===== config.mk =====
export PLATFORM = sky130hd
export DESIGN_NAME = pad_frame_top
export DESIGN_NICKNAME = d
export VERILOG_FILES = /design/src/common/sensor_pkg.sv /design/src/common/pad_pkg.sv /design/src/logic/pad_frame_top.sv /design/src/logic/sensor_alert_handshake.sv /design/src/logic/jtag_overlay_mux.sv /design/src/padring/pad_cell_bank.sv
export SDC_FILE = /design/constraint.sdc
export NUM_CORES = 1
export LEC_CHECK = 0
export BUFFER_PORTS_ARGS = -buffer_cell sky130_fd_sc_hd__buf_2
export CAP_MARGIN = 40
export CORE_ASPECT_RATIO = 1.5
export CORE_MARGIN = 1
export CORE_UTILIZATION = 40
export CTS_BUF_LIST = sky130_fd_sc_hd__clkbuf_8 sky130_fd_sc_hd__clkbuf_16
export CTS_CLUSTER_SIZE = 24
export DETAILED_ROUTE_END_ITERATION = 8
export PLACE_DENSITY = 0.73
export SETUP_SLACK_MARGIN = 0.3
export SYNTH_ARGS = -nofsm -noshare
export SYNTH_HDL_FRONTEND = slang
export SYNTH_SLANG_ARGS = --single-unit

===== constraint.sdc =====
create_clock -name clk_main_i -period 2.77 [get_ports clk_main_i]
set_input_delay 0 -clock clk_main_i [delete_from_list [all_inputs] [get_ports clk_main_i]]
set_output_delay 0 -clock clk_main_i [all_outputs]
set_load 0.01 [all_outputs]

===== src/common/sensor_pkg.sv =====
/* Sensor alert definitions: sensor selectors, alert count and
   handshake state encoding */

`default_nettype none

package sensor_pkg;

  // One alert channel per analog sensor
  typedef enum logic [2:0] {
    SENSOR_AS    = 3'd0,
    SENSOR_CG    = 3'd1,
    SENSOR_GD    = 3'd2,
    SENSOR_TS_HI = 3'd3,
    SENSOR_TS_LO = 3'd4,
    SENSOR_LS    = 3'd5,
    SENSOR_OT    = 3'd6   // Last selector
  } sensor_sel_e;

  parameter int NumAlerts = int'(SENSOR_OT) + 1;

  ////////////////////////////////////////////////////////////////////////////
  // Four-phase req/ack channel
  ////////////////////////////////////////////////////////////////////////////

  typedef enum logic [1:0] {
    ALERT_IDLE    = 2'd0,  // Free for a new request
    ALERT_REQ     = 2'd1,  // req high until ack
    ALERT_RELEASE = 2'd2   // req low until ack drops
  } alert_hs_state_e;

endpackage

`default_nettype wire


===== src/common/pad_pkg.sv =====
/* Pad ring constants: pad counts, pad variant encoding, default variant
   table, JTAG pin map, tie-off word and strap sampling window */

`default_nettype none

package pad_pkg;

  ////////////////////////////////////////////////////////////////////////////
  // Pad counts
  ////////////////////////////////////////////////////////////////////////////

  parameter int NumMioPads = 8;  // Muxed pads
  parameter int NumDioPads = 6;  // Dedicated pads
  parameter int NumPads    = NumMioPads + NumDioPads;

  // Pad cell flavours
  typedef enum logic [1:0] {
    PAD_BIDIR      = 2'd0,
    PAD_INPUT_ONLY = 2'd1,
    PAD_OPEN_DRAIN = 2'd3
  } pad_variant_e;

  parameter pad_variant_e [NumPads-1:0] DefaultPadVariants = '{
    13:      PAD_INPUT_ONLY,  // JTAG TCK pad
    12:      PAD_INPUT_ONLY,  // JTAG TMS pad
    7:       PAD_OPEN_DRAIN,
    6:       PAD_OPEN_DRAIN,
    default: PAD_BIDIR
  };

  ////////////////////////////////////////////////////////////////////////////
  // JTAG overlay
  ////////////////////////////////////////////////////////////////////////////

  parameter int JtagEnIdx = 5;   // Strap pad
  parameter int TckIdx    = 13;
  parameter int TmsIdx    = 12;
  parameter int TdiIdx    = 8;
  parameter int TrstIdx   = 4;
  parameter int TdoIdx    = 9;   // Only output pad taken over

  // TMS pad doubles as an active-low chip select
  parameter logic [NumPads-1:0] JtagTieOff = NumPads'(1) << TmsIdx;

  // Strap window length in cycles
  parameter int StrapSampleCycles = 3;

endpackage

`default_nettype wire

===== src/logic/pad_frame_top.sv =====
/* Pad frame top: pad cell bank, JTAG overlay mux and sensor alert
   handshake wired between pads and core */

`timescale 1ns/1ps
`default_nettype none

module pad_frame_top (
  input  logic                             clk_main_i,
  input  logic                             rst_n_i,
  // Pads
  input  logic [pad_pkg::NumPads-1:0]      pad_in_i,
  output logic [pad_pkg::NumPads-1:0]      pad_out_o,
  output logic [pad_pkg::NumPads-1:0]      pad_oe_o,
  input  logic [pad_pkg::NumPads-1:0]      pad_attr_i,
  // Core I/O
  input  logic [pad_pkg::NumPads-1:0]      core_out_i,
  input  logic [pad_pkg::NumPads-1:0]      core_oe_i,
  output logic [pad_pkg::NumPads-1:0]      core_in_o,
  // JTAG
  output logic                             jtag_tck_o,
  output logic                             jtag_tms_o,
  output logic                             jtag_tdi_o,
  output logic                             jtag_trst_n_o,
  input  logic                             jtag_tdo_i,
  output logic                             jtag_active_o,
  // Sensor alerts
  input  logic [sensor_pkg::NumAlerts-1:0] sensor_event_i,
  input  logic [sensor_pkg::NumAlerts-1:0] alert_trig_i,
  output logic [sensor_pkg::NumAlerts-1:0] alert_req_o,
  input  logic [sensor_pkg::NumAlerts-1:0] alert_ack_i
);

  import pad_pkg::*;
  import sensor_pkg::*;

  // Padring-side vectors between cell bank and overlay mux
  logic [NumPads-1:0] pc_out;
  logic [NumPads-1:0] pc_oe;
  logic [NumPads-1:0] pc_in;

  ////////////////////////////////////////////////////////////////////////////
  // Pad ring and JTAG overlay
  ////////////////////////////////////////////////////////////////////////////

  pad_cell_bank #(
    .NumPads     ( NumPads            ),
    .PadVariants ( DefaultPadVariants )
  ) u_pad_cell_bank (
    .clk_main_i ( clk_main_i ),
    .rst_n_i    ( rst_n_i    ),
    .pad_in_i   ( pad_in_i   ),
    .pad_out_o  ( pad_out_o  ),
    .pad_oe_o   ( pad_oe_o   ),
    .pad_attr_i ( pad_attr_i ),
    .core_out_i ( pc_out     ),
    .core_oe_i  ( pc_oe      ),
    .core_in_o  ( pc_in      )
  );

  jtag_overlay_mux #(
    .NumPads           ( NumPads           ),
    .JtagEnIdx         ( JtagEnIdx         ),
    .TckIdx            ( TckIdx            ),
    .TmsIdx            ( TmsIdx            ),
    .TdiIdx            ( TdiIdx            ),
    .TrstIdx           ( TrstIdx           ),
    .TdoIdx            ( TdoIdx            ),
    .JtagTieOff        ( JtagTieOff        ),
    .StrapSampleCycles ( StrapSampleCycles )
  ) u_jtag_overlay_mux (
    .clk_main_i    ( clk_main_i    ),
    .rst_n_i       ( rst_n_i       ),
    .out_core_i    ( core_out_i    ),
    .oe_core_i     ( core_oe_i     ),
    .in_core_o     ( core_in_o     ),
    .out_padring_o ( pc_out        ),
    .oe_padring_o  ( pc_oe         ),
    .in_padring_i  ( pc_in         ),
    .jtag_tck_o    ( jtag_tck_o    ),
    .jtag_tms_o    ( jtag_tms_o    ),
    .jtag_tdi_o    ( jtag_tdi_o    ),
    .jtag_trst_n_o ( jtag_trst_n_o ),
    .jtag_tdo_i    ( jtag_tdo_i    ),
    .jtag_active_o ( jtag_active_o )
  );

  // Analog sensor alerts toward the core
  sensor_alert_handshake #(
    .NumAlerts ( NumAlerts )
  ) u_sensor_alert_handshake (
    .clk_main_i     ( clk_main_i     ),
    .rst_n_i        ( rst_n_i        ),
    .sensor_event_i ( sensor_event_i ),
    .alert_trig_i   ( alert_trig_i   ),
    .alert_ack_i    ( alert_ack_i    ),
    .alert_req_o    ( alert_req_o    )
  );

endmodule : pad_frame_top

`default_nettype wire


===== src/logic/sensor_alert_handshake.sv =====
/* Sensor alert handshake: one four-phase req/ack FSM per sensor
   with a pending bit for events that arrive while busy */

`timescale 1ns/1ps
`default_nettype none

module sensor_alert_handshake #(
  parameter int NumAlerts = sensor_pkg::NumAlerts
) (
  input  logic                 clk_main_i,
  input  logic                 rst_n_i,
  input  logic [NumAlerts-1:0] sensor_event_i,
  input  logic [NumAlerts-1:0] alert_trig_i,   // Core test trigger
  input  logic [NumAlerts-1:0] alert_ack_i,
  output logic [NumAlerts-1:0] alert_req_o
);

  import sensor_pkg::*;

  logic [NumAlerts-1:0] alert_hit;  // Event or trigger this cycle

  assign alert_hit = sensor_event_i | alert_trig_i;

  ////////////////////////////////////////////////////////////////////////////
  // Per-sensor channels
  ////////////////////////////////////////////////////////////////////////////

  for (genvar i = 0; i < NumAlerts; i++) begin : g_chan
    alert_hs_state_e state_d;
    alert_hs_state_e state_q;
    logic            pend_d;
    logic            pend_q;

    always_comb begin
      state_d = state_q;
      pend_d  = pend_q;
      case (state_q)
        ALERT_IDLE: begin
          if (alert_hit[i] || pend_q) begin
            state_d = ALERT_REQ;
            pend_d  = 1'b0;  // Pending event consumed here
          end
        end
        ALERT_REQ: begin
          pend_d = pend_q | alert_hit[i];
          if (alert_ack_i[i]) begin
            state_d = ALERT_RELEASE;
          end
        end
        ALERT_RELEASE: begin
          pend_d = pend_q | alert_hit[i];
          if (!alert_ack_i[i]) begin
            state_d = ALERT_IDLE;  // Handshake complete
          end
        end
        default: begin
          state_d = ALERT_IDLE;
        end
      endcase
    end

    always_ff @(posedge clk_main_i) begin
      if (!rst_n_i) begin
        state_q <= ALERT_IDLE;
        pend_q  <= 1'b0;
      end else begin
        state_q <= state_d;
        pend_q  <= pend_d;
      end
    end

    assign alert_req_o[i] = (state_q == ALERT_REQ);
  end

endmodule : sensor_alert_handshake

`default_nettype wire


===== src/logic/jtag_overlay_mux.sv =====
/* JTAG overlay mux: strap sampling window, JTAG enable lock and
   pin stealing with core tie-offs */

`timescale 1ns/1ps
`default_nettype none

module jtag_overlay_mux #(
  parameter int                 NumPads           = pad_pkg::NumPads,
  parameter int                 JtagEnIdx         = pad_pkg::JtagEnIdx,
  parameter int                 TckIdx            = pad_pkg::TckIdx,
  parameter int                 TmsIdx            = pad_pkg::TmsIdx,
  parameter int                 TdiIdx            = pad_pkg::TdiIdx,
  parameter int                 TrstIdx           = pad_pkg::TrstIdx,
  parameter int                 TdoIdx            = pad_pkg::TdoIdx,
  parameter logic [NumPads-1:0] JtagTieOff        = pad_pkg::JtagTieOff,
  parameter int                 StrapSampleCycles = pad_pkg::StrapSampleCycles
) (
  input  logic               clk_main_i,
  input  logic               rst_n_i,
  // Core side
  input  logic [NumPads-1:0] out_core_i,
  input  logic [NumPads-1:0] oe_core_i,
  output logic [NumPads-1:0] in_core_o,
  // Padring side
  output logic [NumPads-1:0] out_padring_o,
  output logic [NumPads-1:0] oe_padring_o,
  input  logic [NumPads-1:0] in_padring_i,  // Already synchronized
  // JTAG toward the core TAP
  output logic               jtag_tck_o,
  output logic               jtag_tms_o,
  output logic               jtag_tdi_o,
  output logic               jtag_trst_n_o,
  input  logic               jtag_tdo_i,
  output logic               jtag_active_o
);

  localparam int CntW = $clog2(StrapSampleCycles + 1);

  // Input pads taken over while JTAG is active
  localparam logic [NumPads-1:0] StolenMask = (NumPads'(1) << TckIdx) |
                                              (NumPads'(1) << TmsIdx) |
                                              (NumPads'(1) << TdiIdx) |
                                              (NumPads'(1) << TrstIdx);

  logic [CntW-1:0] win_cnt_q;
  logic            win_open;       // Inside sampling window
  logic            win_last;
  logic            strap_acc_q;
  logic            jtag_active_q;  // Locked until next reset

  ////////////////////////////////////////////////////////////////////////////
  // Strap sampling
  ////////////////////////////////////////////////////////////////////////////

  assign win_open = (win_cnt_q < CntW'(StrapSampleCycles));
  assign win_last = (win_cnt_q == CntW'(StrapSampleCycles - 1));

  always_ff @(posedge clk_main_i) begin
    if (!rst_n_i) begin
      win_cnt_q     <= '0;
      strap_acc_q   <= 1'b0;
      jtag_active_q <= 1'b0;
    end else if (win_open) begin
      win_cnt_q   <= win_cnt_q + CntW'(1);
      strap_acc_q <= strap_acc_q | in_padring_i[JtagEnIdx];
      if (win_last) begin
        jtag_active_q <= strap_acc_q | in_padring_i[JtagEnIdx];
      end
    end
  end

  // Pin stealing
  always_comb begin
    in_core_o     = in_padring_i;
    out_padring_o = out_core_i;
    oe_padring_o  = oe_core_i;
    if (jtag_active_q) begin
      in_core_o             = (in_padring_i & ~StolenMask) | (JtagTieOff & StolenMask);
      out_padring_o[TdoIdx] = jtag_tdo_i;
      oe_padring_o[TdoIdx]  = 1'b1;
    end
  end

  assign jtag_tck_o    = jtag_active_q & in_padring_i[TckIdx];
  assign jtag_tms_o    = jtag_active_q & in_padring_i[TmsIdx];
  assign jtag_tdi_o    = jtag_active_q & in_padring_i[TdiIdx];
  assign jtag_trst_n_o = jtag_active_q & in_padring_i[TrstIdx];  // TAP held in reset
  assign jtag_active_o = jtag_active_q;

endmodule : jtag_overlay_mux

`default_nettype wire


===== src/padring/pad_cell_bank.sv =====
/* Pad cell bank: per-pad variant and invert handling, output
   registers and two-flop input synchronizer */

`timescale 1ns/1ps
`default_nettype none

module pad_cell_bank #(
  parameter int                                  NumPads     = pad_pkg::NumPads,
  parameter pad_pkg::pad_variant_e [NumPads-1:0] PadVariants = pad_pkg::DefaultPadVariants
) (
  input  logic               clk_main_i,
  input  logic               rst_n_i,
  // Pad side
  input  logic [NumPads-1:0] pad_in_i,
  output logic [NumPads-1:0] pad_out_o,
  output logic [NumPads-1:0] pad_oe_o,
  input  logic [NumPads-1:0] pad_attr_i,  // Invert per pad
  // Core side
  input  logic [NumPads-1:0] core_out_i,
  input  logic [NumPads-1:0] core_oe_i,
  output logic [NumPads-1:0] core_in_o
);

  import pad_pkg::*;

  logic [NumPads-1:0] out_val;  // Core value after invert
  logic [NumPads-1:0] out_d;
  logic [NumPads-1:0] oe_d;
  logic [NumPads-1:0] out_q;
  logic [NumPads-1:0] oe_q;
  logic [NumPads-1:0] sync1_q;
  logic [NumPads-1:0] sync2_q;

  ////////////////////////////////////////////////////////////////////////////
  // Output path
  ////////////////////////////////////////////////////////////////////////////

  assign out_val = core_out_i ^ pad_attr_i;

  always_comb begin
    for (int k = 0; k < NumPads; k++) begin
      case (PadVariants[k])
        PAD_INPUT_ONLY: begin
          out_d[k] = 1'b0;  // Never drives
          oe_d[k]  = 1'b0;
        end
        PAD_OPEN_DRAIN: begin
          // Pulls low only
          out_d[k] = 1'b0;
          oe_d[k]  = core_oe_i[k] & ~out_val[k];
        end
        default: begin
          out_d[k] = out_val[k];
          oe_d[k]  = core_oe_i[k];
        end
      endcase
    end
  end

  always_ff @(posedge clk_main_i) begin
    if (!rst_n_i) begin
      out_q <= '0;
      oe_q  <= '0;
    end else begin
      out_q <= out_d;
      oe_q  <= oe_d;
    end
  end

  assign pad_out_o = out_q;
  assign pad_oe_o  = oe_q;

  // Input path: pads are asynchronous to the core clock
  always_ff @(posedge clk_main_i) begin
    if (!rst_n_i) begin
      sync1_q <= '0;
      sync2_q <= '0;
    end else begin
      sync1_q <= pad_in_i;
      sync2_q <= sync1_q;
    end
  end

  assign core_in_o = sync2_q ^ pad_attr_i;

endmodule : pad_cell_bank

`default_nettype wire


==> impl_metrics.tcl <==
set metrics [dict create \
    fin_cells 582 \
    worstPathRequired_ns 2.99 \
    peakVddDrop_mv 0.515 \
    cts_sinks 75 \
    nets 578 \
    setup_viol 0 \
    ys_seq_elements 75 \
    wl_microns 6700 \
    drt.antenna.violating_nets 0 \
    die_area_sq_mm 0.00841 \
    ys_seq_area_share_pct 46.7 \
    setup_ws_ns 1.42 \
    slew_headroom_pct 46.7 \
    grt_max_degree 55 \
    die_w_microns 75.2 \
    diodes 0 \
    grt_pass1_vias 2600 \
    coreArea_sq_mm 0.00771 \
    initial_core_util_pct 41.7 \
    hold_path_end "u_pad_cell_bank.pad_out_o[5]" \
    yosys_warnings 0 \
    drt_iter0_drc 61 \
    r2r_slack_ns 1.42 \
    synthCells 309 \
    place_hpwl_microns 4300 \
    drive_gt1_share_pct 33.3 \
    r2r-start "u_sensor_alert_handshake.g_chan[5].pend_q" \
    gr-total-overflow 0 \
    min-delay-path-class "in2reg" \
    crit_path_end_kind "flip-flop" \
    reg2reg_depth 3 \
    dp_worst_setup_slack_ns 1.46 \
    dp.cells 518 \
    cts_setup_buffers 0 \
    synth_area_sq_mm 0.00322 \
    fin_total_pwr_w 0.00344 \
    viasPerCell 4.37 \
    fin_skew_ns 0.00379 \
    arrival_ns 1.56 \
    insertion_delay_ns 0.32 \
    syn_avg_cell_area_sq_um 10.4 \
    whs_path_depth 3 \
    leakagePower_nw 2.31 \
    ios 134 \
    min_period_ns 1.35 \
    cts_tree "done" \
    grt_use_total_pct 16.6 \
    route.detailed.drc 0 \
    slew_viol_final 0 \
    clkSlewWorstSetupHoldPaths_ns 0.05 \
    htreeDepth 3 \
    clk_path_buf_depth 2 \
    syn_to_final_growth_pct 44.4 \
    wire_per_inst_microns 11.5 \
    io_buffers 123 \
    antenna_found_initial 0 \
    period_share_pct 48.6 \
    numCtsBuffers 9 \
    outcome "completed" \
    num_vias 2541 \
    finalSetupTns_ns 0 \
    n_fill_cell 649 \
    clock.fmax_ghz 0.743 \
    rsz0062_at_grt "no" \
    min_from "core_out_i[5]" \
    hold_ws_ns 0.0169 \
    root_buffer "clkbuf_16" \
    cp-start-kind "flip-flop" \
    maxCapViolations 0 \
    cts_resized 0 \
    worstMarginPinSlew_ns 0.799 \
    rows 39 \
    gp_congestion 0.751 \
    r2r-end "u_sensor_alert_handshake.g_chan[5].pend_q" \
    pwr_density_cell_mw_per_mm2 740 \
    synth.distinct_cells 26 \
    criticalPathCategory "reg2reg" \
    grt_pass1_wl_microns 10600 \
    cp_max_fo 3 \
    firstDrtPassIters 4 \
    finalHoldViolations 0 \
    die-height_microns 112 \
    hold_buffers 48 \
]
[cells in the final DEF, fill, tap and decap left out, types with 6 or more instances in the layout]
cell             n
dlygate4sd3_1   48
nor3_2           7
o211a_1          7
inv_1           17
a21oi_2          7
xor2_1          20
nor2b_1         11
mux2_4           7
clkbuf_16        9
dfxtp_1         75
buf_2          123
nor2_1          10
nand2_1         15
o21ai_0          9
ha_1            23
o21ai_1          7
and2_1          50
mux2i_1          8
xnor2_1          7
conb_1           6
[final cells by class]
class | count | area, sq um | share of cell area (%)
repair buffers | 173 | 1110 | 23.9
inverters | 15 | 56.3 | 1.21
clock inverters | 7 | 85.1 | 1.83
well taps | 102 | 128 | 2.75
multi-input cells | 201 | 1540 | 33.1
clock buffers | 9 | 225 | 4.85
flip-flops and latches | 75 | 1500 | 32.3
[worst max path at each step]
stage	startpoint	endpoint	slack (ns)	cells past startpoint
after detailed placement	u_sensor_alert_handshake.g_chan[4].state_q[1]	u_sensor_alert_handshake.g_chan[4].state_q[1]	1.46	5
after global routing	u_sensor_alert_handshake.g_chan[0].pend_q	u_sensor_alert_handshake.g_chan[0].pend_q	1.33	3
after CTS	u_sensor_alert_handshake.g_chan[5].pend_q	u_sensor_alert_handshake.g_chan[5].pend_q	1.43	3
final	u_sensor_alert_handshake.g_chan[5].pend_q	u_sensor_alert_handshake.g_chan[5].pend_q	1.42	3
after floorplan	u_sensor_alert_handshake.g_chan[1].state_q[1]	u_sensor_alert_handshake.g_chan[1].state_q[1]	1.57	5
after global placement	u_sensor_alert_handshake.g_chan[1].state_q[1]	u_sensor_alert_handshake.g_chan[1].state_q[1]	1.49	5
[kinds of logic after synthesis]
logic type	synth area share, %
other cells	0.117
compound gates	7.20
buf+inv	6.15
flops	46.7
fa+ha+maj	8.95
simple gates	17.8
xor+xnor	7.35
mux	5.76
[through the flow]
step,utilization (%),cell area [sq um]
CTS,60.2,4640
finish,60.2,4640
global route,60.2,4640
global placement,50.0,3850
floorplan,-,3230
detailed placement,50.0,3850
[metal layers]
metal	global-route usage, %	share of wire, %	vias to the layer above
li1	-	-	1298
met1	16.6	39	1150
met2	31.0	54	84
met3	3.08	5.2	9
met4	8.64	1.8	0
met5	0	0	-
[worst max-delay path, cell delays in order, from the launching register on]
cell	delay [ns]
dfxtp_1	0.32
nor3_2	0.28
dlygate4sd3_1	0.60
nor2_1	0.05
[synthesized netlist by cell type, drive strengths merged]
cell	instances	share of area (%)
xor2	20	5.4
nor3	7	2.2
nor2b	11	2.1
ha	23	8.9
and2	50	9.7
xnor2	7	1.9
clkbuf	6	0.74
nor2	10	1.2
o211a	7	2.2
o21a	2	0.47
dfxtp	75	47
nand2b	1	0.19
mux2i	8	2.5
mux2	7	3.3
and2b	1	0.23
conb	1	0.12
inv	15	1.8
and3	2	0.39
a21oi	8	2.1
buf	17	3.7
o21ai	16	2.5
nand2	15	1.8
[state kept, by name (all words and copies together), names as in the netlist]
signal                                   flops
u_jtag_overlay_mux.jtag_active_o             1
u_jtag_overlay_mux.strap_acc_q               1
u_jtag_overlay_mux.win_cnt_q                 2
u_pad_cell_bank.pad_oe_o                    12
u_pad_cell_bank.pad_out_o                   10
u_pad_cell_bank.sync1_q                     14
u_pad_cell_bank.sync2_q                     14
u_sensor_alert_handshake.g_chan.pend_q       7
u_sensor_alert_handshake.g_chan.state_q     14
[power breakdown]
part           leakage (nW)  total (W)  internal [W]  switching (W)
clock                 0.158    0.00120      0.000778       0.000420
sequential            0.621    0.00133       0.00123      0.0000913
combinational          1.53   0.000914      0.000473       0.000441
total                  2.31    0.00344       0.00248       0.000952
(Power assumes the default switching activity.)
